--- src/prot_bus_pkg.sv ---
// controller and main bus widths, bus cycle struct, region selects and tile chip request
package prot_bus_pkg;

    // data byte on both buses
    typedef logic [7:0]  byte_t;
    // full controller address, 21 bits
    typedef logic [20:0] mcu_addr_t;
    // main cpu word address into the 2 kB window
    typedef logic [10:0] main_addr_t;
    typedef logic [15:0] rom_addr_t;
    typedef logic [10:0] bac_addr_t;

    // one controller bus cycle, strobes are active low
    typedef struct packed {
        mcu_addr_t addr;
        byte_t     dout;
        logic      wrn;
        logic      rdn;
    } mcu_bus_t;

    // one-hot region selects out of the decoder
    typedef struct packed {
        logic rom;
        logic ram;
        logic shd;
        logic prot;
        logic bac_mode;
        logic bac_sft;
        logic bac_map;
    } region_sel_t;

    // request towards the tile chip (BAC)
    typedef struct packed {
        logic       cs;
        logic       rnw;
        logic       mode;
        logic [1:0] dsn;
        bac_addr_t  addr;
        byte_t      dout;
    } bac_req_t;

endpackage

--- src/prot_read_mux.sv ---
// prot_read_mux: registered controller read data and wait line
`timescale 1ns/1ns

module prot_read_mux (
    input  logic                      clk,
    input  logic                      rst,
    input  logic                      main_cs,
    input  prot_bus_pkg::region_sel_t region,
    input  logic                      rom_cs,
    input  logic                      rom_ok,
    input  logic                      bac_cs,
    input  logic                      bac_ok,
    input  prot_bus_pkg::byte_t       ram_q,
    input  prot_bus_pkg::byte_t       shd_q,
    input  prot_bus_pkg::byte_t       answer,
    input  prot_bus_pkg::byte_t       bac_data,
    input  prot_bus_pkg::byte_t       bac_mode_din,
    input  prot_bus_pkg::byte_t       rom_data,
    output prot_bus_pkg::byte_t       mcu_din,
    output logic                      mcu_waitn
);
    import prot_bus_pkg::*;

    byte_t rd_sel;
    // ready flags, low while a request waits for its ok
    logic  rom_good;
    logic  bac_good;

    // fixed priority, open bus reads ff
    always_comb begin
        if (region.ram) begin
            rd_sel = ram_q;
        end else if (region.shd) begin
            rd_sel = shd_q;
        end else if (region.prot) begin
            rd_sel = answer;
        end else if (bac_cs) begin
            rd_sel = bac_data;
        end else if (region.bac_mode) begin
            rd_sel = bac_mode_din;
        end else if (rom_cs) begin
            rd_sel = rom_data;
        end else begin
            rd_sel = 8'hff;
        end
    end

    always_ff @(posedge clk or posedge rst) begin
        if (rst) begin
            mcu_din  <= 8'hff;
            rom_good <= 1'b1;
            bac_good <= 1'b1;
        end else begin
            mcu_din  <= rd_sel;
            rom_good <= !rom_cs || rom_ok;
            bac_good <= !bac_cs || bac_ok;
        end
    end

    // main cpu owns the shared ram, controller stalls at once
    assign mcu_waitn = ~main_cs & rom_good & bac_good;

endmodule

--- config.mk ---
export PLATFORM = sky130hd
export DESIGN_NAME = prot_read_mux
export DESIGN_NICKNAME = d
export VERILOG_FILES = /design/src/prot_bus_pkg.sv /design/src/prot_read_mux.sv
export SDC_FILE = /design/constraint.sdc
export NUM_CORES = 1
export LEC_CHECK = 0
export ABC_AREA = 0
export ABC_CLOCK_PERIOD_IN_PS = 1020
export BUFFER_PORTS_ARGS = -buffer_cell sky130_fd_sc_hd__buf_2
export CAP_MARGIN = 20
export CORE_AREA = 5 5 51 53
export CTS_CLUSTER_DIAMETER = 150
export DETAILED_ROUTE_END_ITERATION = 12
export DIE_AREA = 0 0 56 58
export HOLD_SLACK_MARGIN = 0.15
export PLACE_DENSITY = 0.8
export SLEW_MARGIN = 20
export SYNTH_ARGS = -nofsm -noshare
export SYNTH_HDL_FRONTEND = slang
export SYNTH_SLANG_ARGS = --single-unit
export TNS_END_PERCENT = 1
--- constraint.sdc ---
create_clock -name clk -period 1.02 [get_ports clk]
set_input_delay 0.051 -clock clk [delete_from_list [all_inputs] [get_ports clk]]
set_output_delay 0.051 -clock clk [all_outputs]
set_load 0.005 [all_outputs]
==> results.md <==
* Final GP Congestion at 0.742
* Setup ws final at -0.0988 ns
* Status: complete, but fails checks
* TritonCTS buffer count at 3
* Slowest stage delay, CP at 0.55 ns
* Maxcap violations at 0
* Post-placement setup slack at 0.0564 ns
* # setup viols final at 2
* Unrepaired setup endpoints after global routing: true
* GRT overflow at 0
* Arrival time at the worst endpoint at 1.07 ns
* Drt pass-1 iters at 4
* Row count at 17
* Hold Path Sink: mcu_din[0]
* Hold Violations, Final at 0
* Crit-path slowest cell: dfstp_2
* Crit end category: primary output
* Initial core utilization at 36.2%
* Layout Nets at 249
* Vias at 1,094
* Worst path required time at 0.97 ns
* Die Ht at 58 µm
* Post-Syn Instances at 82
* Kind of critical path: flop to primary output
* Fin Hold WS at 0.115 ns
* Vias in the first global route at 1,220
* Min-Delay Startpoint: region[3]
* Clock transition at path regs at 0.07 ns
* Synth Register Bits at 10
* Hold Path Class: primary input to flop
* Syn nets at 144
* Seq/Total Area, Yosys at 34.5%
* Chip width at 56 µm
* Max VDD drop at 535 µV
* H-tree depth at 1
* # diodes at 0
* Total chip power at 1.28 mW
* Slew HR at 75.3%
* Violated checks: negative setup slack
* Max Clock Freq at 894 MHz
* All-layer global routing usage at 20.8%
* Routed wire length at 3360 µm
* HPWL Detailed at 2280 µm
* Maximum buffer depth of the clock tree at 2
* Initial antenna violation count at 0
* Count of buffers from port buffering at 67
* Final routed DRC violation total at 0
* Layout area overhead at 96.6%
* DIE AREA at 3250 µm²
* Slew Limit Fails at 0
* DP Area at 1140 µm²
* Core ar. at 2110 µm²
* Crit path max fanout at 1
* Crit share post-route at 110%
* Largest net degree at the start of global routing at 12
* Final Core Density at 71.1%
* Via/cell ratio at 5.11
* Syn avg cell area at 9.29 µm²
* CP Cell Sequence: nand2_2 -> nor2_2 -> buf_2
* Initial DRC Count at 25
* Min Tclk post-route at 1.12 ns
* Synth Cell Area at 762 µm²
* Power Dens Cells at 854 nW/µm²
* Crit start category: flop
* Cell area after layout at 1500 µm²
* Yosys warning count at 0
* CTS Sinks at 10
* CTS root buf: clkbuf_4
* Boundary Pins at 71
* CTS tree: yes
* Avg WL per Cell at 15.7 µm
* Post-CTS setup buffers at 0
* Hold path depth at 4
* Fill cell count at 141
* Slew @ Worst Pin at 0.371 ns
* Final ANT Viol Nets at 0
* Yosys cell types at 23
* Share of layout cells above drive strength 1 at 51.1%
* Global-route wire length before repair at 5450 µm
* Pleak at 0.687 nW
logic make-up after synthesis:
logic type / synth area share, %
AND/OR/NAND/NOR: 31.7
AO/OA/AOI/OAI: 26.9
flip-flops: 34.5
buffers and inverters: 6.90
metrics by stage:
step	TNS, ns	instances
2_1_floorplan	0	82
3_3_place_gp	0	178
3_5_place_dp	0	178
4_1_cts	-0.0387	213
5_1_grt	-0.235	214
6_report	-0.102	214
layout make-up:
type                    count  area, µm²  share of cell area (%)
clock buffers               4       36.3                    2.42
inverters                   3       11.3                   0.752
multi-input cells          64        452                    30.2
flip-flops and latches     10        263                    17.5
well taps                  28       35.0                    2.34
repair buffers            105        701                    46.8
repair_timing:
item	CTS	global route
endpoints found under the hold margin	20	1
resized for setup	0	2
gates cloned	0	0
hold buffers	31	1
setup endpoints to repair	1	3
pin swaps	0	3
where the power goes:
group | leakage (nW) | internal, mW | switching [mW] | total (mW)
clock network | 0.0210 | 0.216 | 0.138 | 0.354
logic | 0.561 | 0.267 | 0.185 | 0.451
registers | 0.105 | 0.459 | 0.0142 | 0.473
total | 0.687 | 0.942 | 0.337 | 1.28
worst max-delay path, delay by kind of cell (launching register included):
kind | cells | cell delay [ns]
buf+inv | 1 | 0.11
simple gates | 2 | 0.16
flops | 1 | 0.55
Yosys cell counts (all sizes together):
cell type,number,area (µm²)
nor3,7,35.0
buf,5,41.3
nand2,2,7.51
dfstp,10,263
o221ai,2,23.8
nand2b,17,109
o2111ai,7,61.3
nor2,2,10.0
o21ai,1,8.76
a31oi,1,6.26
or4b,1,13.8
a221oi,7,61.3
inv,3,11.3
or2b,1,7.51
o22ai,7,43.8
and2,1,6.26
nor2b,8,52.6
flip-flops by register name (all words and copies together), names as in the netlist:
name      cells
mcu_din       8
rom_good      1
bac_good      1
routing by layer:
metal | routed length, µm | GRT usage, %
met1 | 1150 | 23.6
met4 | 115 | 7.12
met3 | 295 | 6.68
met5 | 0 | 0
met2 | 1800 | 36.9
how the worst max path moves through the flow:
stage          startpoint          to  cells after the start
6_report         rom_good   mcu_waitn                      3
5_1_grt          bac_good   mcu_waitn                      3
4_1_cts          bac_good   mcu_waitn                      3
3_5_place_dp       bac_cs  mcu_din[6]                      4
3_3_place_gp       bac_cs  mcu_din[6]                      4
2_1_floorplan   region[2]  mcu_din[6]                      4
cell usage in the layout, fill, tap and decap left out, drive strengths merged:
cell type    instances
dfstp               10
o22ai                7
or4b                 1
nand2                2
o21ai                1
inv                  3
nor2                 2
buf                 73
or2b                 1
nor3                 7
nand2b              17
a221oi               7
o221ai               2
dlygate4sd3         32
o2111ai              7
a31oi                1
nor2b                8
and2                 1
clkbuf               4
Note: power is estimated with default switching activity, not from simulation.
