## src/prot_bus_pkg.sv

```systemverilog
// controller and main bus widths, bus cycle struct, region selects and tile chip request
package prot_bus_pkg;

    // data byte on both buses
    typedef logic [7:0]  byte_t;
    // full controller address, 21 bits
    typedef logic [20:0] mcu_addr_t;
    // main cpu word address into the 2 kB window
    typedef logic [10:0] main_addr_t;
    typedef logic [15:0] rom_addr_t;
    typedef logic [10:0] bac_addr_t;

    // one controller bus cycle, strobes are active low
    typedef struct packed {
        mcu_addr_t addr;
        byte_t     dout;
        logic      wrn;
        logic      rdn;
    } mcu_bus_t;

    // one-hot region selects out of the decoder
    typedef struct packed {
        logic rom;
        logic ram;
        logic shd;
        logic prot;
        logic bac_mode;
        logic bac_sft;
        logic bac_map;
    } region_sel_t;

    // request towards the tile chip (BAC)
    typedef struct packed {
        logic       cs;
        logic       rnw;
        logic       mode;
        logic [1:0] dsn;
        bac_addr_t  addr;
        byte_t      dout;
    } bac_req_t;

endpackage

```

## src/prot_game_pkg.sv

```systemverilog
// game id enum, protection key and answer bytes, interrupt timer states
package prot_game_pkg;

    // level input picking the board variant
    typedef enum logic [1:0] {
        GAME_ROBOCOP    = 2'd0,
        GAME_HIPPODROME = 2'd1
    } game_id_t;

    // known challenge pairs seen on Hippodrome
    localparam logic [7:0] PROT_KEY_A = 8'h45;
    localparam logic [7:0] PROT_ANS_A = 8'h4e;
    localparam logic [7:0] PROT_KEY_B = 8'h92;
    localparam logic [7:0] PROT_ANS_B = 8'h15;

    // interrupt line idle high or held low
    typedef enum logic {
        IRQ_IDLE = 1'b0,
        IRQ_HOLD = 1'b1
    } irq_state_t;

endpackage

```

## src/prot_challenge.sv

```systemverilog
// prot_challenge: protection latch and its answer lookup
`timescale 1ns/1ns

module prot_challenge (
    input  logic                clk,
    input  logic                rst,
    input  logic                sel,
    input  logic                wrn,
    input  prot_bus_pkg::byte_t data,
    output prot_bus_pkg::byte_t answer
);
    import prot_bus_pkg::*;
    import prot_game_pkg::*;

    // last byte written by the controller
    byte_t key;

    always_ff @(posedge clk or posedge rst) begin
        if (rst) begin
            key <= 8'h00;
        end else if (sel && !wrn) begin
            key <= data;
        end
    end

    // only two pairs are known from the game code
    // anything else answers zero
    always_comb begin
        case (key)
            PROT_KEY_A: answer = PROT_ANS_A;
            PROT_KEY_B: answer = PROT_ANS_B;
            default:    answer = 8'h00;
        endcase
    end

endmodule

```

## config.mk

```make
export PLATFORM = sky130hd
export DESIGN_NAME = prot_challenge
export DESIGN_NICKNAME = d
export VERILOG_FILES = /design/src/prot_bus_pkg.sv /design/src/prot_game_pkg.sv /design/src/prot_challenge.sv
export SDC_FILE = /design/constraint.sdc
export NUM_CORES = 1
export LEC_CHECK = 0
export ABC_CLOCK_PERIOD_IN_PS = 1100
export BUFFER_PORTS_ARGS = -buffer_cell sky130_fd_sc_hd__buf_2
export CORE_AREA = 2 2 39 41
export DETAILED_ROUTE_END_ITERATION = 8
export DIE_AREA = 0 0 41 43
export PLACE_DENSITY_LB_ADDON = 0.2
export RECOVER_POWER = 25
export SLEW_MARGIN = 10
export SYNTH_ARGS = -nofsm -noshare
export SYNTH_HDL_FRONTEND = slang
export SYNTH_SLANG_ARGS = --single-unit
```

## constraint.sdc

```tcl
create_clock -name clk -period 1.1 [get_ports clk]
set_clock_uncertainty 0.15 [all_clocks]
set_input_delay 0.055 -clock clk [delete_from_list [all_inputs] [get_ports clk]]
set_output_delay 0.055 -clock clk [all_outputs]
set_load 0.01 [all_outputs]
```

==> summary.txt <==
Run status
  • Outcome: finished, violations left
  • Failing checks: setup timing

CTS
  • Clock Sinks: 8
  • CTS Root Cell: clkbuf_4
  • Clock slew at reported path FFs: 0.05 ns
  • CTS buffer count: 3
  • Max Buffers Root-to-Sink: 2
  • CTS tree: built
  • Skew-Pair Late Insertion Delay: 0.25 ns
  • H-Tree Depth: 1

Power and ir drop
  • Combinational share of power: 22.1%
  • Clock network power share: ~29%
  • Switching part of the total power: a little under a quarter
  • Flop pwr share: 48.9%
  • Leak pwr: roughly 0.32 nW
  • Net Switching: around 0.17 mW
  • P_int: roughly 0.58 mW
  • Tot Pwr: 0.752 mW
  • VDD IR-drop max: around 0.62 mV
  • Power per Cell Area: 1130 nW/um^2

Drt
  • WL/cell: 9.08 um
  • Post-route DRC: 0
  • ANT nets after route: 0
  • Vias per cell: 4.27
  • Drt first pass iters: 1
  • Final WL: between 700 and 800 um
  • DR iter-0 viols: 0
  • Via count: approximately 330

GRT
  • First-pass GRT wire length: 1.19 mm
  • Pin count of the biggest net entering global routing: 9
  • Grt total ovfl: 0
  • Tot GR Track Use: 10.5%
  • Vias in the first global route: roughly 300
  • Initial antenna violation count: 0

Worst setup path
  • CP arrival: 1.37 ns
  • R2r startpoint: key[6]
  • Required @ worst endpoint: 0.89 ns
  • Crit Path Class: reg -> out
  • Crit. End Element: primary output
  • Reg2Reg Setup Slack: 0.07 ns
  • Reg2Reg Depth: 2
  • Worst-path fanout max: 3
  • CP Launch Type: flop
  • Worst R2R End: key[6]

Logic synthesis
  • Synthesized flop and latch total: 8
  • Post-Syn Area: 409 um^2
  • Cell count after synthesis: 33
  • Mapped Avg Cell Area: 12.4 um^2
  • Cell accounting for the most synthesized area: dfrtp_1
  • Number of flops mapped to enable cells by yosys: 0
  • Dominant cells by area after synthesis: dfrtp_1 49%, mux2_2 22%, buf_4 9.2%
  • Share of the synthesized area in the top cell type: 48.9%
  • Synth top cells by count: 8 x dfrtp_1, 8 x mux2_2, 5 x buf_4
  • Asr flop ratio synth: 100%
  • Sequential fraction of the synthesis area: between 40% and 50%
  • Main synth FF type: dfrtp_1
  • Synth Warn #: 0
  • Synth cell types: 14

Place
  • Pre-CTS WS: -0.232 ns
  • Final HPWL DP: 597 um
  • Placed cells: 65
  • Global placer's final weighted congestion: 0.752
  • IO Port Bufs: 17

Timing
  • Unrepaired setup endpoints after global routing: yes
  • Max-slew violations: 0
  • Endpoints failing setup: 6
  • Max Freq: 0.634 GHz
  • Min Tclk post-route: ~1.6 ns
  • Setup WS post-layout: -0.477 ns
  • Setup TNS: -2.59 ns
  • Tcrit/Tclk final: 143%
  • Final hold viol count: 0

Final layout
  • Top Registers: key x8
  • Max reg flops: 8
  • Largest Register: key
  • Multi-input logic area: ~180 um^2
  • Ant diodes: 0
  • Final core utilization: 48.1%
  • FF+latch area: 200 um^2
  • Nets: 76
  • Fin cells: 78
  • Filler cell count: 135
  • Area growth, synth to finish: 62.7%
  • Layout cells sized above 1: about three fifths

Die
  • DIE AREA: between 1500 and 2000 um^2
  • Cell Rows: 14
  • Die W: 41 um
  • Die Span Y: 43 um
  • Initial Utilization: 29.6%
  • Ports: 20
  • Core area: 1380 um^2

Hold path
  • Type of the most critical hold path: in -> async

Job
  • Max-cap viol count: 0
## cell families after synthesis
group / Yosys count / synth area share (%)
flops: 8 / 48.9
compound gates: 1 / 2.75
other cells: 1 / 0.917
simple gates: 8 / 14.1
mux: 8 / 22.0
buf+inv: 7 / 11.3
## what timing repair did
action,in CTS,in global routing
hold buffers,9,0
buffers inserted,1,0
cloned,0,0
setup endpoints to repair,6,6
pin swaps,0,1
endpoints found under the hold margin,16,0
gates resized for setup,3,1
## power groups by stage
| stage | Sequential, mW | Clock [mW] | Combinational, mW |
|---|---|---|---|
| 2_1_floorplan | 0.369 | 0 | 0.0917 |
| 3_3_place_gp | 0.373 | 0 | 0.139 |
| 3_5_place_dp | 0.375 | 0 | 0.143 |
| 4_1_cts | 0.370 | 0.225 | 0.169 |
| 5_1_grt | 0.374 | 0.243 | 0.184 |
| 6_report | 0.368 | 0.218 | 0.166 |
## per-stage QoR
stage | hold WS [ns] | cell area (um^2)
after floorplan | -0.279 | 432
after global placement | -0.146 | 520
after detailed placement | -0.140 | 520
after CTS | 0.145 | 659
after global routing | 0.174 | 666
final | 0.140 | 666
## worst max path at each step
stage	slack, ns	endpoint	depth (start not counted)	from
6_report	-0.48	answer[2]	4	key[6]
4_1_cts	-0.51	answer[2]	4	key[6]
3_3_place_gp	-0.21	answer[2]	4	key[6]
2_1_floorplan	-0.15	answer[3]	4	key[1]
5_1_grt	-0.56	answer[2]	4	key[6]
3_5_place_dp	-0.23	answer[2]	4	key[6]
## metal layers
layer / global-route usage [%] / share of wire (%)
met1: 11.7 / 43
met2: 14.7 / 48
met3: 3.14 / 5.8
met4: 10.0 / 3.7
met5: 0 / 0
## worst max-delay path, stage by stage (launching register included)
cell	delay [ns]
dfrtp_1	0.38
nor4b_2	0.26
and4_4	0.24
o21bai_2	0.10
buf_2	0.14
## area by class of cell
class,instances,area share (%)
clock buffers,3,3.38
inverters,1,0.564
multi-input cells,19,27.3
flip-flops and latches,8,30.1
well taps,16,3.01
repair buffers,31,35.7
## layout by cell type (no fill, tap or decap), drive strengths merged
master / count
conb: 2
or3: 1
and4: 1
nor2b: 1
nor2: 2
o21bai: 1
mux2: 8
dlygate4sd3: 9
nor4b: 1
clkbuf: 3
dfrtp: 8
nand2: 1
inv: 1
nor4bb: 1
buf: 22
(Power assumes the default switching activity.)
