===== src/prot_game_pkg.sv =====
// game id enum, protection key and answer bytes, interrupt timer states
package prot_game_pkg;

    // level input picking the board variant
    typedef enum logic [1:0] {
        GAME_ROBOCOP    = 2'd0,
        GAME_HIPPODROME = 2'd1
    } game_id_t;

    // known challenge pairs seen on Hippodrome
    localparam logic [7:0] PROT_KEY_A = 8'h45;
    localparam logic [7:0] PROT_ANS_A = 8'h4e;
    localparam logic [7:0] PROT_KEY_B = 8'h92;
    localparam logic [7:0] PROT_ANS_B = 8'h15;

    // interrupt line idle high or held low
    typedef enum logic {
        IRQ_IDLE = 1'b0,
        IRQ_HOLD = 1'b1
    } irq_state_t;

endpackage


===== src/prot_irq_timer.sv =====
// prot_irq_timer: controller interrupt held low for a set count after a main access
`timescale 1ns/1ns

module prot_irq_timer #(
    parameter int IRQ_HOLD = 255
) (
    input  logic clk,
    input  logic rst,
    input  logic set,
    output logic irqn
);
    import prot_game_pkg::*;

    localparam int CNT_W = $clog2(IRQ_HOLD + 1);

    irq_state_t       state;
    logic [CNT_W-1:0] cnt;

    always_ff @(posedge clk or posedge rst) begin
        if (rst) begin
            state <= IRQ_IDLE;
            cnt   <= '0;
        end else if (set) begin
            // a new access restarts the full hold
            state <= prot_game_pkg::IRQ_HOLD;
            cnt   <= CNT_W'(IRQ_HOLD);
        end else begin
            case (state)
                IRQ_IDLE: begin
                    cnt <= '0;
                end
                default: begin
                    cnt <= cnt - 1'b1;
                    // release on the last count
                    if (cnt == CNT_W'(1)) begin
                        state <= IRQ_IDLE;
                    end
                end
            endcase
        end
    end

    assign irqn = (state == IRQ_IDLE);

endmodule


===== config.mk =====
export PLATFORM = sky130hd
export DESIGN_NAME = prot_irq_timer
export DESIGN_NICKNAME = d
export VERILOG_FILES = /design/src/prot_game_pkg.sv /design/src/prot_irq_timer.sv
export SDC_FILE = /design/constraint.sdc
export NUM_CORES = 1
export LEC_CHECK = 0
export BUFFER_PORTS_ARGS = -buffer_cell sky130_fd_sc_hd__buf_2
export CAP_MARGIN = 20
export CELL_PAD_IN_SITES_DETAIL_PLACEMENT = 1
export CELL_PAD_IN_SITES_GLOBAL_PLACEMENT = 1
export CORE_AREA = 3 3 40 42
export DETAILED_ROUTE_END_ITERATION = 6
export DIE_AREA = 0 0 43 45
export PLACE_DENSITY_LB_ADDON = 0.1
export SLEW_MARGIN = 20
export SYNTH_ARGS = -nofsm -noshare
export SYNTH_HDL_FRONTEND = slang
export SYNTH_SLANG_ARGS = --single-unit

===== constraint.sdc =====
create_clock -name clk -period 2.2 [get_ports clk]
set_clock_uncertainty 0.15 [all_clocks]
set_input_delay 0.33 -clock clk [delete_from_list [all_inputs] [get_ports clk]]
set_output_delay 0.33 -clock clk [all_outputs]
set_load 0.02 [all_outputs]

==> results of run 1 <==
## layout make-up
cell class                 instances  area [um2]  share of cell area, %
multi-input combinational         29         218                   40.9
clock buffer                       4        26.3                   4.94
timing repair buffer               4        25.0                   4.71
tap                               15        18.8                   3.53
inverter                           5        18.8                   3.53
sequential                         9         225                   42.4
## synth_stat cells
cell / instances / area share (%)
dfrtp_1: 9 / 49
inv_1: 5 / 4.1
o21ai_0: 5 / 5.4
xnor2_1: 3 / 5.7
a21o_1: 2 / 3.3
ha_1: 2 / 5.4
nand2_1: 2 / 1.6
nand3_1: 2 / 2.2
nand4b_1: 2 / 3.8
nor3_1: 2 / 2.2
and3_1: 1 / 1.4
nand2b_1: 1 / 1.4
nor2_1: 1 / 0.81
nor3b_1: 1 / 1.6
nor4_2: 1 / 2.7
o211ai_2: 1 / 2.7
o21ai_1: 1 / 1.1
o311ai_2: 1 / 3.5
or4_4: 1 / 2.4
## power groups by stage
stage	Clock [uW]	Sequential [uW]	Combinational [uW]
after floorplan	0	178	12.6
after global placement	0	179	17.5
after detailed placement	0	179	18.0
after CTS	132	176	19.4
after global routing	147	177	22.1
final	126	176	18.7
## worst min path at each step
stage	endpoint	cells past startpoint
3_3_place_gp	cnt[4]$_DFF_PP0_	2
5_1_grt	cnt[5]$_DFF_PP0_	3
3_5_place_dp	cnt[4]$_DFF_PP0_	2
2_1_floorplan	cnt[0]$_DFF_PP0_	1
4_1_cts	cnt[5]$_DFF_PP0_	3
6_report	cnt[5]$_DFF_PP0_	3
## worst max-delay path: cells and delay by family, from the launching register on
family / cells / cell delay, ns
buf+inv: 2 / 0.39
flops: 1 / 0.46
## state kept, by name, summed over array words and instances (netlist names)
signal / count
cnt: 8
state: 1
## through the flow
| stage | total power [uW] | worst slack, ns | hold WS, ns | util (%) |
|---|---|---|---|---|
| 2_1_floorplan | 190 | 0.701 | 0.00792 | - |
| 3_3_place_gp | 196 | 0.669 | 0.150 | 38.6 |
| 3_5_place_dp | 197 | 0.656 | 0.158 | 38.6 |
| 4_1_cts | 327 | 0.587 | 0.243 | 41.4 |
| 5_1_grt | 346 | 0.518 | 0.257 | 41.4 |
| 6_report | 320 | 0.603 | 0.241 | 41.4 |
## what timing repair did
item	in CTS	in global routing
buffers inserted	0	0
hold endpoints to repair	9	0
hold buffers	1	0
## kinds of logic after synthesis
logic type | count (synthesis) | share of synthesized area [%]
compound gates | 10 | 16.0
buf+inv | 5 | 4.07
fa+ha+maj | 2 | 5.42
flops | 9 | 48.8
xor+xnor | 3 | 5.69
simple gates | 14 | 20.1
## per-layer routing
| layer | global-route usage [%] | up-vias |
|---|---|---|
| li1 | - | 168 |
| met1 | 10.9 | 167 |
| met2 | 17.1 | 10 |
| met3 | 7.17 | 4 |
| met4 | 9.04 | 0 |
| met5 | 0 | - |
==> impl_metrics.yaml, run 1 <==
floorplan:
  row_count: 13
  start_util_pct: 35.9
  die_h_um: 45
  die_area_um2: 1940
  io_pins: 4
  core_area_um2: 1280
  die_w_um: 43
detailed_routing:
  maxUsedRoutingLayer: "met4"
  route.met3.wl_um: 64
  drtIter0Drc: 4
  met2RoutedLength_um: 425
  via_per_inst: 5.29
  routed_wl_um: 858
  dr.pass1.iters: 4
  wl_per_cell_um: 13.0
  wl_met1_um: 337
  drc: 0
  num_vias: 349
  ant_nets: 0
logic_synthesis:
  netlist_instances: 43
  yosysSeqAreaShare_pct: 48.8
  synthesis.area_um2: 462
  yosysWarnings: 0
  synth_cell_type_count: 19
  syn-num-nets: 48
  synth-seq-cells: 9
  synth_area_per_cell_um2: 10.7
cts:
  cts-resized-gates: 0
  cts_buffers: 3
  clk_latency_ns: 0.26
  cts_htree_levels: 1
  cts_tree: "built"
  clock_sinks: 9
  clkTransAtPathRegs_ns: 0.06
  clockBufferDepth: 2
  cts_root_buf: "clkbuf_4"
critical_path:
  crit_path_max_fanout: 7
  critical_path.endpoint: "irqn"
  reg2regPathDepth: 3
  cp_slowest_stage_delay_ns: 0.46
  reg2reg_setup_slack_ns: 0.66
  slowest_stage: "dfrtp_1"
  critPathKind: "register to primary output"
  crit_chain: "inv_1 -> buf_2"
  reg2reg_to: "cnt[5]$_DFF_PP0_"
  startpoint_type: "register"
  regToRegStartpoint: "cnt[0]$_DFF_PP0_"
  cp_data_required_time_ns: 1.72
  startpoint: "state$_DFF_PP0_"
  worst_setup_path_end_kind: "primary output"
  critPathArrivalTime_ns: 1.12
pwr:
  switchingPower_uw: 72.9
  p_int_uw: 248
  ir_drop_v: 0.000371
  p_sw_share_pct: 22.8
  power_frac_clock_pct: 39.3
  power.leakage_uw: 0.000237
  seq_power_share_pct: 54.9
  cellPowerDensity_nw_per_um2: 603
  p_comb_share_pct: 5.8
sta:
  slew_viol_final: 0
  tns_ns: 0
  rsz0062_at_grt: "no"
  hold_viol: 0
  finalSetupViolCount: 0
  fin_crit_sh_pct: 72.6
  relSlewSlack_pct: 69.0
  worst_pin_slew_ns: 0.461
  finalCriticalPeriod_ns: 1.60
  fmax_mhz: 626
finish:
  finalNetCount: 57
  layout-drive-gt1-share_pct: 19.6
  final_cells: 66
  antenna_cells: 0
  stdcell_area_um2: 532
  syn2layout_area_growth_pct: 15.2
  final_cell_mix: "9 x dfrtp_1, 5 x inv_1, 5 x o21ai_0"
  final_common_cell: "dfrtp_1"
  fillers: 156
place:
  hpwl_um: 644
  port_buffers: 3
  gp_congestion: 0.779
  dp_cells: 61
  place_area_um2: 495
status:
  status: "finished, final reports clean"
grt:
  grt_max_degree: 10
  grt_pass1_vias: 351
  globalRoute.totalOverflow: 0
  antenna_found_initial: 0
  grt_pass1_wl_mm: 1.45
  grtUsageTotal_pct: 11.3
min_path:
  min_path_type: "primary input to register"
  min_from: "set"
flow_run:
  max_cap_violations: 0
No activity file was read; power rests on OpenSTA's default activity.
==> run 2, diff against run 1 <==
Clock period 2.2 ns to 1.4 ns, I/O delays scaled along.
==> run 2 against run 1 <==
Against the previous run: wire length increased by 28%; register-to-register slack got worse by 0.76 ns; the run now ends with negative setup slack left; combinational power increased to 2.6 times the previous value; total power increased by 65%; die area unchanged; largest power group unchanged; critical endpoint is now cnt[5]$_DFF_PP0_; non-clock buffer count increased by 9; sequential power increased by 56%; count of clock-buffer cells in the layout unchanged; worst hold slack got worse by 0.12 ns; first-iteration DRC count unchanged; via count increased by 12%; critical path depth increased by 1.
==> impl_metrics.yaml, run 2 (same netlist as run 1, synthesis figures left out) <==
detailed_routing:
  dr.pass1.iters: 2
  drc: 0
  num_vias: 390
  routed_wl_mm: 1.10
  route.met3.wl_um: 32
  via_per_inst: 5.20
  wl_per_cell_um: 14.6
  maxUsedRoutingLayer: "met4"
  drtIter0Drc: 4
  wl_met1_um: 453
  ant_nets: 0
  met2RoutedLength_um: 590
min_path:
  hold_end: "cnt[5]$_DFF_PP0_"
  min_path_type: "primary input to register"
  min_from: "set"
  hold_depth: 3
critical_path:
  cp_slowest_stage_delay_ns: 0.55
  critPathArrivalTime_ns: 1.48
  slowest_stage: "or4_4"
  crit_path_max_fanout: 3
  crit_chain: "or4_4 -> o211ai_2 -> o311ai_2"
  cp_data_required_time_ns: 1.38
  critPathKind: "register to register"
  reg2regPathDepth: 3
  reg2reg_to: "cnt[5]$_DFF_PP0_"
  startpoint_type: "register"
  regToRegStartpoint: "cnt[1]$_DFF_PP0_"
  reg2reg_setup_slack_ns: -0.1
  worst_setup_path_end_kind: "register"
finish:
  reg_top3: "cnt (8), state (1)"
  final_common_cell: "buf_4"
  antenna_cells: 0
  syn2layout_area_growth_pct: 33.3
  fillers: 150
  final_cell_mix: "9 x buf_4, 8 x dfrtp_1, 5 x inv_1, 5 x o21ai_0"
  multi_input_area_um2: 233
  final_cells: 75
  largest_reg_flops: 8
  stdcell_area_um2: 616
  regArea_um2: 226
  finalNetCount: 66
  largest-register: "cnt"
  layout-drive-gt1-share_pct: 38.3
place:
  gp_congestion: 0.840
  port_buffers: 3
  dp_cells: 69
  place_area_um2: 556
  hpwl_um: 812
status:
  status: "complete, but fails checks"
  violations: "negative setup slack"
sta:
  finalSetupViolCount: 1
  worst_pin_slew_ns: 0.344
  hold_viol: 0
  setup_ws_ns: -0.0983
  finalCriticalPeriod_ns: 1.50
  rsz0062_at_grt: "yes"
  relSlewSlack_pct: 77.0
  slew_viol_final: 0
  fin_crit_sh_pct: 107
  fmax_mhz: 667
  hold_slack_ns: 0.123
pwr:
  cellPowerDensity_nw_per_um2: 858
  ir_drop_v: 0.000341
  power.leakage_uw: 0.000279
cts:
  cts_htree_levels: 1
  cts_buffers: 3
  cts_tree: "built"
  clkTransAtPathRegs_ns: 0.06
  cts_root_buf: "clkbuf_4"
  clock_sinks: 9
  clockBufferDepth: 2
  clk_latency_ns: 0.27
floorplan:
  io_pins: 4
  die_h_um: 45
  die_area_um2: 1940
  die_w_um: 43
  core_area_um2: 1280
  row_count: 13
  start_util_pct: 35.9
grt:
  globalRoute.totalOverflow: 0
  antenna_found_initial: 0
  grt_pass1_vias: 429
  grtUsageTotal_pct: 13.9
  grt_max_degree: 10
  grt_pass1_wl_mm: 1.86
flow_run:
  max_cap_violations: 0
## run 2: cell count changes in the layout (fill, tap and decap cells not counted)
| cell | change |
|---|---|
| nor3_2 | +2 |
| dfrtp_1 | -1 |
| nor3b_1 | -1 |
| buf_4 | +9 |
| nor3b_2 | +1 |
| dfrtp_2 | +1 |
| nor3_1 | -2 |
## run 2: timing repair
| action | 4_1_cts | 5_1_grt |
|---|---|---|
| setup buffers | 0 | 1 |
| endpoints found under the hold margin | 9 | 0 |
| hold buffers | 1 | 0 |
| pin swaps | 0 | 1 |
| endpoints found under the setup margin | 2 | 6 |
| gates resized for setup | 1 | 3 |
## run 2: worst max-delay path by stage
stage / start / endpoint / slack, ns / depth (start not counted)
finish: cnt[1]$_DFF_PP0_ / cnt[5]$_DFF_PP0_ / -0.1 / 3
global route: cnt[1]$_DFF_PP0_ / cnt[5]$_DFF_PP0_ / -0.16 / 3
CTS: cnt[1]$_DFF_PP0_ / cnt[5]$_DFF_PP0_ / -0.11 / 3
detailed placement: cnt[1]$_DFF_PP0_ / cnt[5]$_DFF_PP0_ / -0.1 / 3
global placement: cnt[1]$_DFF_PP0_ / cnt[5]$_DFF_PP0_ / -0.08 / 3
floorplan: cnt[3]$_DFF_PP0_ / cnt[5]$_DFF_PP0_ / -0.07 / 3
## run 2: power by group
group	switching [uW]	internal [uW]	leakage, uW
combinational	26.4	22.1	0.000182
sequential	6.71	267	0.0000821
clock	95.9	110	0.0000150
total	129	399	0.000279
## run 2: layout make-up
type | count | share of cell area, %
Inverter | 5 | 3.05
Timing Repair Buffer | 13 | 15.0
Multi-Input combinational cell | 29 | 37.8
Clock buffer | 4 | 4.27
Tap cell | 15 | 3.05
Sequential cell | 9 | 36.8
## run 2: per-layer routing
metal | vias up | global-route usage (%)
li1 | 186 | -
met1 | 194 | 13.6
met2 | 8 | 24.9
met3 | 2 | 3.59
met4 | 0 | 10.8
met5 | - | 0
## run 2: through the flow
stage	utilization, %	power (uW)	setup TNS (ns)	setup slack (ns)
floorplan	-	299	-0.0745	-0.0745
global placement	43.2	321	-0.0776	-0.0776
detailed placement	43.2	323	-0.135	-0.0963
CTS	46.4	538	-0.111	-0.111
global route	47.9	561	-0.228	-0.157
finish	47.9	528	-0.0983	-0.0983
## run 2: critical path, delay by kind of cell, from the launching register on
family / cells / cell delay [ns]
and+or+nand+nor: 1 / 0.55
DFF: 1 / 0.39
AOI/OAI and AO/OA: 2 / 0.27
