## config.mk

```make
export PLATFORM = sky130hd
export DESIGN_NAME = prot_addr_decode
export DESIGN_NICKNAME = d
export VERILOG_FILES = /design/src/prot_bus_pkg.sv /design/src/prot_game_pkg.sv /design/src/prot_addr_decode.sv
export SDC_FILE = /design/constraint.sdc
export NUM_CORES = 1
export LEC_CHECK = 0
export BUFFER_PORTS_ARGS = -buffer_cell sky130_fd_sc_hd__clkbuf_2
export CAP_MARGIN = 5
export CORE_AREA = 2 2 39 41
export DETAILED_ROUTE_END_ITERATION = 8
export DIE_AREA = 0 0 41 43
export PLACE_DENSITY = 0.76
export SYNTH_ARGS = -nofsm -noshare
export SYNTH_HDL_FRONTEND = slang
export SYNTH_SLANG_ARGS = --single-unit
export TNS_END_PERCENT = 30
```

## constraint.sdc

```tcl
create_clock -name vclk -period 1
set_input_delay 0.05 -clock vclk [all_inputs]
set_output_delay 0.05 -clock vclk [all_outputs]
set_load 0.02 [all_outputs]
```

## src/prot_bus_pkg.sv

```systemverilog
// controller and main bus widths, bus cycle struct, region selects and tile chip request
package prot_bus_pkg;

    // data byte on both buses
    typedef logic [7:0]  byte_t;
    // full controller address, 21 bits
    typedef logic [20:0] mcu_addr_t;
    // main cpu word address into the 2 kB window
    typedef logic [10:0] main_addr_t;
    typedef logic [15:0] rom_addr_t;
    typedef logic [10:0] bac_addr_t;

    // one controller bus cycle, strobes are active low
    typedef struct packed {
        mcu_addr_t addr;
        byte_t     dout;
        logic      wrn;
        logic      rdn;
    } mcu_bus_t;

    // one-hot region selects out of the decoder
    typedef struct packed {
        logic rom;
        logic ram;
        logic shd;
        logic prot;
        logic bac_mode;
        logic bac_sft;
        logic bac_map;
    } region_sel_t;

    // request towards the tile chip (BAC)
    typedef struct packed {
        logic       cs;
        logic       rnw;
        logic       mode;
        logic [1:0] dsn;
        bac_addr_t  addr;
        byte_t      dout;
    } bac_req_t;

endpackage

```

## src/prot_game_pkg.sv

```systemverilog
// game id enum, protection key and answer bytes, interrupt timer states
package prot_game_pkg;

    // level input picking the board variant
    typedef enum logic [1:0] {
        GAME_ROBOCOP    = 2'd0,
        GAME_HIPPODROME = 2'd1
    } game_id_t;

    // known challenge pairs seen on Hippodrome
    localparam logic [7:0] PROT_KEY_A = 8'h45;
    localparam logic [7:0] PROT_ANS_A = 8'h4e;
    localparam logic [7:0] PROT_KEY_B = 8'h92;
    localparam logic [7:0] PROT_ANS_B = 8'h15;

    // interrupt line idle high or held low
    typedef enum logic {
        IRQ_IDLE = 1'b0,
        IRQ_HOLD = 1'b1
    } irq_state_t;

endpackage

```

## src/prot_addr_decode.sv

```systemverilog
// prot_addr_decode: controller memory map per game and tile chip request forming
`timescale 1ns/1ns

module prot_addr_decode (
    input  prot_game_pkg::game_id_t   game_id,
    input  prot_bus_pkg::mcu_bus_t    mcu_bus,
    output prot_bus_pkg::region_sel_t region,
    output prot_bus_pkg::bac_req_t    bac_req
);
    import prot_bus_pkg::*;
    import prot_game_pkg::*;

    // upper five address bits pick the 64 kB page
    logic [4:0] page;
    logic       bac_win;

    assign page = mcu_bus.addr[20:16];

    always_comb begin
        region = '0;
        bac_win = 1'b0;
        // program rom sits in page 0, only on reads
        region.rom = (page == 5'h00) && !mcu_bus.rdn;
        // work ram, 1f0000-1f1fff in Robocop
        // note it also overlaps the upper Hippodrome pages whenever bit 13 is clear
        region.ram = mcu_bus.addr[20] & ~mcu_bus.addr[13];
        case (game_id)
            GAME_HIPPODROME: begin
                region.shd  = (page == 5'h18);
                region.prot = (page == 5'h1d);
                bac_win     = (page == 5'h1a);
                // bits 12..11 split the tile chip window
                region.bac_mode = bac_win && (mcu_bus.addr[12:11] == 2'd0);
                region.bac_sft  = bac_win && (mcu_bus.addr[12:11] == 2'd1);
                region.bac_map  = bac_win && (mcu_bus.addr[12:11] == 2'd2);
            end
            default: begin
                // Robocop shared ram at 1f2000-1f3fff
                region.shd = mcu_bus.addr[20] & mcu_bus.addr[13];
            end
        endcase
    end

    always_comb begin
        // idle request, both byte strobes high
        bac_req      = '0;
        bac_req.rnw  = 1'b1;
        bac_req.dsn  = 2'b11;
        if (game_id == GAME_HIPPODROME) begin
            bac_req.cs   = region.bac_sft | region.bac_map;
            bac_req.rnw  = mcu_bus.wrn;
            bac_req.mode = region.bac_mode;
            // 8-bit bus onto a 16-bit chip, bit 0 picks the byte lane
            bac_req.dsn  = {~mcu_bus.addr[0], mcu_bus.addr[0]};
            // map bit becomes the top of the chip address
            bac_req.addr = {region.bac_map, mcu_bus.addr[10:1]};
            bac_req.dout = mcu_bus.dout;
        end
    end

endmodule

```

==> qor.json, run 1 <==
{
  "drt_pass1_iterations": {"value": 4},
  "core_area": {"value": 1380, "unit": "µm²"},
  "die_w": {"value": 41, "unit": "µm"},
  "critPathRequiredTime": {"value": 0.95, "unit": "ns"},
  "cap_violations": {"value": 0},
  "irDropWorstVdd": {"value": 0.000191, "unit": "V"},
  "yosysSeqAreaShare": {"value": 0, "unit": "%"},
  "dp_worst_setup_slack": {"value": -0.0988, "unit": "ns"},
  "cp_data_arrival_time": {"value": 1.05, "unit": "ns"},
  "synth_area": {"value": 294, "unit": "µm²"},
  "final_nets": {"value": 137},
  "antenna_cells": {"value": 0},
  "detail_route.wl_per_cell": {"value": 9.61, "unit": "µm"},
  "nFlopsAndLatches": {"value": 0},
  "report.power.total": {"value": 0.242, "unit": "mW"},
  "failed_checks": {"value": "setup timing"},
  "drc_errors": {"value": 0},
  "fmax": {"value": 913, "unit": "MHz"},
  "critPathMaxFanout": {"value": 5},
  "antenna_left": {"value": 0},
  "initial_core_util": {"value": 21.2, "unit": "%"},
  "largest_net_degree_at_the_start_of_global_routing": {"value": 22},
  "post-route-min-period": {"value": 1.10, "unit": "ns"},
  "worst_setup_path_start_kind": {"value": "primary input"},
  "final_cell_mix": {"value": "sky130_fd_sc_hd__clkbuf_2 (55), sky130_fd_sc_hd__and2_1 (18), sky130_fd_sc_hd__buf_4 (7)"},
  "worst_hold_path_type": {"value": "primary input to primary output"},
  "die-area": {"value": 1760, "unit": "µm²"},
  "die_height": {"value": 43, "unit": "µm"},
  "grt_setup_unrepaired": {"value": "true"},
  "grt-ovfl-total": {"value": 0},
  "antenna_found_initial": {"value": 0},
  "grt_pass1_vias": {"value": 418},
  "num_vias": {"value": 509},
  "yosys_warnings": {"value": 0},
  "hold_violations": {"value": 0},
  "top_level_ports": {"value": 64},
  "sequential_cell_area": {"value": 0, "unit": "µm²"},
  "io_buffers": {"value": 62},
  "cts.hold.buffers_added": {"value": 0},
  "yosysUniqueCellTypes": {"value": 19},
  "nFillCells": {"value": 134},
  "slew_violations": {"value": 0},
  "finalSetupTns": {"value": -0.190, "unit": "ns"},
  "postRouteWirelength": {"value": 1130, "unit": "µm"},
  "groute.usage.overall": {"value": 11.8, "unit": "%"},
  "fin_worst_hold_slack": {"value": 0.366, "unit": "ns"},
  "hpwl": {"value": 1010, "unit": "µm"},
  "worst_slew_margin_rel": {"value": 83.9, "unit": "%"},
  "worstSetupPathType": {"value": "primary input to primary output"},
  "clock_buffer_count": {"value": 0},
  "synth_top_area_cell": {"value": "sky130_fd_sc_hd__and2_1"},
  "syn_area_per_cell": {"value": 7.17, "unit": "µm²"},
  "worst_pin_slew": {"value": 0.239, "unit": "ns"},
  "vias_per_cell": {"value": 4.31},
  "postSynthCellCount": {"value": 41},
  "layout-area-overhead-vs-synth": {"value": 134, "unit": "%"},
  "final_layout_size_suffix_gt1_share": {"value": 70.6, "unit": "%"},
  "syn_nets": {"value": 74},
  "synth_area_leaders": {"value": "sky130_fd_sc_hd__and2_1 (38%), sky130_fd_sc_hd__nor4b_2 (10%), sky130_fd_sc_hd__nor4_2 (8.5%), sky130_fd_sc_hd__nand4b_2 (5.1%), sky130_fd_sc_hd__nand2b_1 (4.3%)"},
  "grt_first_pass_wirelength": {"value": 1580, "unit": "µm"},
  "report.final.setup_viol": {"value": 4},
  "globalplace.congestion": {"value": 0.707},
  "final_common_cell": {"value": "sky130_fd_sc_hd__clkbuf_2"},
  "worstSetupEndpointType": {"value": "primary output"},
  "area_share_of_the_largest_cell_type_after_synthesis": {"value": 38.3, "unit": "%"},
  "finalWorstSetupSlack": {"value": -0.0954, "unit": "ns"},
  "total_leakage_power": {"value": 0.400, "unit": "nW"},
  "power_density": {"value": 350, "unit": "nW/µm²"},
  "drt-initial-drc-count": {"value": 3},
  "result_of_the_run": {"value": "complete, but fails checks"},
  "finalCritPeriodShare": {"value": 110, "unit": "%"},
  "floorplan.rows": {"value": 14}
}
[metal layers]
metal	GRT usage, %	part of all wire [%]	up-vias
met5	0	0	-
met4	0	0	0
met3	0	10	0
met2	23.4	58	32
met1	13.6	32	215
li1	-	-	262
[final timing paths]
kind	start	end	slack (ns)	cells past startpoint
setup / recovery	mcu_bus[26]	bac_req[18]	-0.1	4
hold / removal	mcu_bus[23]	region[5]	0.37	3
[Yosys cell counts (all sizes together)]
master and number:
nor3 2, and2b 1, nand2b 2, nand4b 1, nor2b 1, nor4 3, buf 2, or3b 1
clkbuf 1, inv 1, and2 18, o22ai 1, nor4b 2, or3 1, nand2 3, xnor2 1
[timing repair]
| action | in CTS | in global routing |
|---|---|---|
| hold endpoints to repair | 0 | 0 |
| setup buffers | 0 | 0 |
| pin swaps | 0 | 1 |
| setup endpoints to repair | 5 | 7 |
| resized for setup | 1 | 15 |
[kinds of logic after synthesis]
family	Yosys count	share of synthesized area (%)
xor gates and xnor gates	1	2.98
buffers and inverters	4	6.81
and+or+nand+nor	35	88.1
AOI/OAI and AO/OA	1	2.13
[layout make-up]
| class | instances | area, µm² | share of cell area [%] |
|---|---|---|---|
| inverter | 1 | 3.75 | 0.544 |
| multi-input combinational | 37 | 307 | 44.5 |
| tap | 16 | 20.0 | 2.90 |
| timing repair buffer | 64 | 359 | 52.1 |
[worst max-delay path: stages]
cell and delay, ns:
sky130_fd_sc_hd__buf_6 0.09, sky130_fd_sc_hd__or3b_4 0.45, sky130_fd_sc_hd__nor4b_4 0.27, sky130_fd_sc_hd__buf_4 0.18
[stage by stage]
| stage | util (%) | instances | instance area (µm²) |
|---|---|---|---|
| after floorplan | - | 41 | 309 |
| after global placement | 47.0 | 118 | 651 |
| after detailed placement | 47.0 | 118 | 651 |
| after CTS | 47.6 | 118 | 659 |
| after global routing | 49.8 | 118 | 689 |
| final | 49.8 | 118 | 689 |
[power by group]
| group | total, mW | switching, mW | internal, mW |
|---|---|---|---|
| logic | 0.242 | 0.128 | 0.114 |
| clock network | 0 | 0 | 0 |
| registers | 0 | 0 | 0 |
No activity file was read; power rests on OpenSTA's default activity.
==> run 2, diff against run 1 <==
BUFFER_PORTS_ARGS = not set   (was -buffer_cell sky130_fd_sc_hd__clkbuf_2)
DONT_BUFFER_PORTS = 1   (was not set)
PLACE_DENSITY = not set   (was 0.76)
==> run 2 against run 1 <==
  * Worst setup slack improved by 0.15 ns
  * Die area is the same
  * The run now ends clean
  * Cell count down 45%
  * Non-clock buffer count decreased by 53
  * Critical endpoint unchanged
  * Sequential cell count did not move
  * Routed wire length fell by 25%
  * Utilization is 21 points lower
  * Total power shrank 47%
  * Final area is 41% lower
  * Clock-buffer cell count unchanged
  * Maximum frequency is 16% higher
  * Critical path type unchanged
==> qor.json, run 2 (synthesis results as in run 1) <==
{
  "fmax": {"value": 1060, "unit": "MHz", "change": "+16%"},
  "worstSetupPathType": {"value": "primary input to primary output"},
  "cpMaxStageDelayCell": {"value": "sky130_fd_sc_hd__or3b_4"},
  "grt_setup_unrepaired": {"value": "false"},
  "antenna_cells": {"value": 0, "change": "unchanged"},
  "detail_route.wl_per_cell": {"value": 13.0, "unit": "µm", "change": "+36%"},
  "clock_buffer_count": {"value": 0, "change": "unchanged"},
  "critPathMaxStageDelay": {"value": 0.43, "unit": "ns", "change": "-0.02 ns"},
  "grt_first_pass_wirelength": {"value": 966, "unit": "µm", "change": "-39%"},
  "worst_pin_slew": {"value": 0.414, "unit": "ns", "change": "+0.175 ns"},
  "post_cts.resized_instances": {"value": 0, "change": "-1"},
  "dp_worst_setup_slack": {"value": 0.0104, "unit": "ns", "change": "+0.109 ns"},
  "critical_path_buf_inv_count": {"value": 1, "change": "-1"},
  "finalCritPeriodShare": {"value": 94.8, "unit": "%", "change": "-15 points"},
  "globalplace.congestion": {"value": 0.641, "change": "-9.2%"},
  "grt_pass1_vias": {"value": 227, "change": "-46%"},
  "initial_core_util": {"value": 21.2, "unit": "%", "change": "unchanged"},
  "drc_errors": {"value": 0, "change": "unchanged"},
  "result_of_the_run": {"value": "completed"},
  "die_height": {"value": 43, "unit": "µm", "change": "unchanged"},
  "nFlopsAndLatches": {"value": 0, "change": "unchanged"},
  "place_inst": {"value": 65, "change": "-45%"},
  "fin_worst_hold_slack": {"value": 0.184, "unit": "ns", "change": "-0.182 ns"},
  "floorplan.rows": {"value": 14, "change": "unchanged"},
  "total_leakage_power": {"value": 0.163, "unit": "nW", "change": "-59%"},
  "report.final.setup_viol": {"value": 0, "change": "-4"},
  "die_w": {"value": 41, "unit": "µm", "change": "unchanged"},
  "drt-initial-drc-count": {"value": 1, "change": "-2"},
  "met3_wirelength": {"value": 129, "unit": "µm", "change": "+10%"},
  "path_delay_family": {"value": "simple AND/OR/NAND/NOR gates"},
  "top_level_ports": {"value": 64, "change": "unchanged"},
  "slew_violations": {"value": 0, "change": "unchanged"},
  "met1Wirelength": {"value": 253, "unit": "µm", "change": "-30%"},
  "cap_violations": {"value": 0, "change": "unchanged"},
  "cp_data_arrival_time": {"value": 0.90, "unit": "ns", "change": "-0.15 ns"},
  "layout-area-overhead-vs-synth": {"value": 37.4, "unit": "%"},
  "final_nets": {"value": 84, "change": "-39%"},
  "setup_buffers_after_cts": {"value": 0, "change": "unchanged"},
  "sequential_cell_area": {"value": 0, "unit": "µm²", "change": "unchanged"},
  "report.power.total": {"value": 0.129, "unit": "mW", "change": "-47%"},
  "p_comb_share": {"value": 100.0, "unit": "%", "change": "about the same"},
  "postRouteWirelength": {"value": 848, "unit": "µm", "change": "-25%"},
  "cp_cell_sequence": {"value": "or3b_4 -> nor4b_2 -> buf_4"},
  "placement.cell_area": {"value": 395, "unit": "µm²", "change": "-39%"},
  "power.sequential.fraction": {"value": 0, "unit": "%", "change": "unchanged"},
  "irDropWorstVdd": {"value": 0.000125, "unit": "V", "change": "-35%"},
  "final_cell_count_no_fill": {"value": 65, "change": "-45%"},
  "vias_per_cell": {"value": 5.12, "change": "+19%"},
  "wl_met2": {"value": 465, "unit": "µm", "change": "-29%"},
  "p_sw_share": {"value": 65.9, "unit": "%", "change": "+13 points"},
  "internal_power_component": {"value": 0.0438, "unit": "mW", "change": "-61%"},
  "worst_slew_margin_rel": {"value": 72.3, "unit": "%", "change": "-12 points"},
  "worstSetupEndpointType": {"value": "primary output"},
  "power_density": {"value": 318, "unit": "nW/µm²", "change": "-9.2%"},
  "finalWorstSetupSlack": {"value": 0.0524, "unit": "ns", "change": "+0.148 ns"},
  "critPathRequiredTime": {"value": 0.95, "unit": "ns", "change": "about the same"},
  "power_frac_clock": {"value": 0, "unit": "%", "change": "unchanged"},
  "top_layer_used": {"value": "met3"},
  "core_area": {"value": 1380, "unit": "µm²", "change": "unchanged"},
  "num_vias": {"value": 333, "change": "-35%"},
  "final_cell_mix": {"value": "sky130_fd_sc_hd__and2_1 (18), sky130_fd_sc_hd__buf_4 (11), sky130_fd_sc_hd__nand2_1 (3)"},
  "antenna_left": {"value": 0, "change": "unchanged"},
  "final_layout_size_suffix_gt1_share": {"value": 38.8, "unit": "%", "change": "-32 points"},
  "hold_violations": {"value": 0, "change": "unchanged"},
  "critPathMaxFanout": {"value": 5, "change": "unchanged"},
  "switchingPower": {"value": 0.0847, "unit": "mW", "change": "-34%"},
  "worst_setup_path_start_kind": {"value": "primary input"},
  "grt-ovfl-total": {"value": 0, "change": "unchanged"},
  "antenna_found_initial": {"value": 0, "change": "unchanged"},
  "finish.instance_area": {"value": 404, "unit": "µm²", "change": "-41%"},
  "io_buffers": {"value": 0, "change": "-100%"},
  "cts.hold.buffers_added": {"value": 0, "change": "unchanged"},
  "post-route-min-period": {"value": 0.948, "unit": "ns", "change": "-0.148 ns"},
  "largest_net_degree_at_the_start_of_global_routing": {"value": 14, "change": "-36%"},
  "worst_hold_path_type": {"value": "primary input to primary output"},
  "die-area": {"value": 1760, "unit": "µm²", "change": "unchanged"},
  "final_common_cell": {"value": "sky130_fd_sc_hd__and2_1"},
  "groute.usage.overall": {"value": 7.19, "unit": "%", "change": "-4.6 points"},
  "drt_pass1_iterations": {"value": 2, "change": "-2"}
}
[run 2: cell count changes in the layout (fill, tap and decap cells not counted), sizes merged]
cell	previous run	this run
clkbuf	55	0
buf	9	11
[run 2: stage by stage]
| stage | utilization (%) | setup TNS [ns] |
|---|---|---|
| floorplan | - | -0.0809 |
| global route | 29.2 | 0 |
| detailed placement | 28.6 | 0 |
| finish | 29.2 | 0 |
| global placement | 28.6 | 0 |
| CTS | 28.6 | 0 |
[run 2: area by class of cell]
| type | instances | area (µm²) |
|---|---|---|
| Fill cell | 157 | 980 |
| Multi-Input combinational cell | 37 | 298 |
| Timing Repair Buffer | 11 | 82.6 |
| Tap cell | 16 | 20.0 |
| Inverter | 1 | 3.75 |
[run 2: path summary, 6_finish.rpt]
kind        start     endpoint  slack, ns  depth (start not counted)
max   mcu_bus[26]  bac_req[18]       0.05                          3
min   mcu_bus[23]    region[5]       0.18                          1
[run 2: metal layers]
metal	vias up	GRT usage [%]
li1	153	-
met1	145	8.23
met2	35	14.4
met3	0	0
met4	0	0
met5	-	0
[run 2: power groups by stage]
stage	sequential [mW]	combinational, mW	clock [mW]
2_1_floorplan	0	0.112	0
3_3_place_gp	0	0.128	0
3_5_place_dp	0	0.128	0
4_1_cts	0	0.129	0
5_1_grt	0	0.135	0
6_report	0	0.129	0
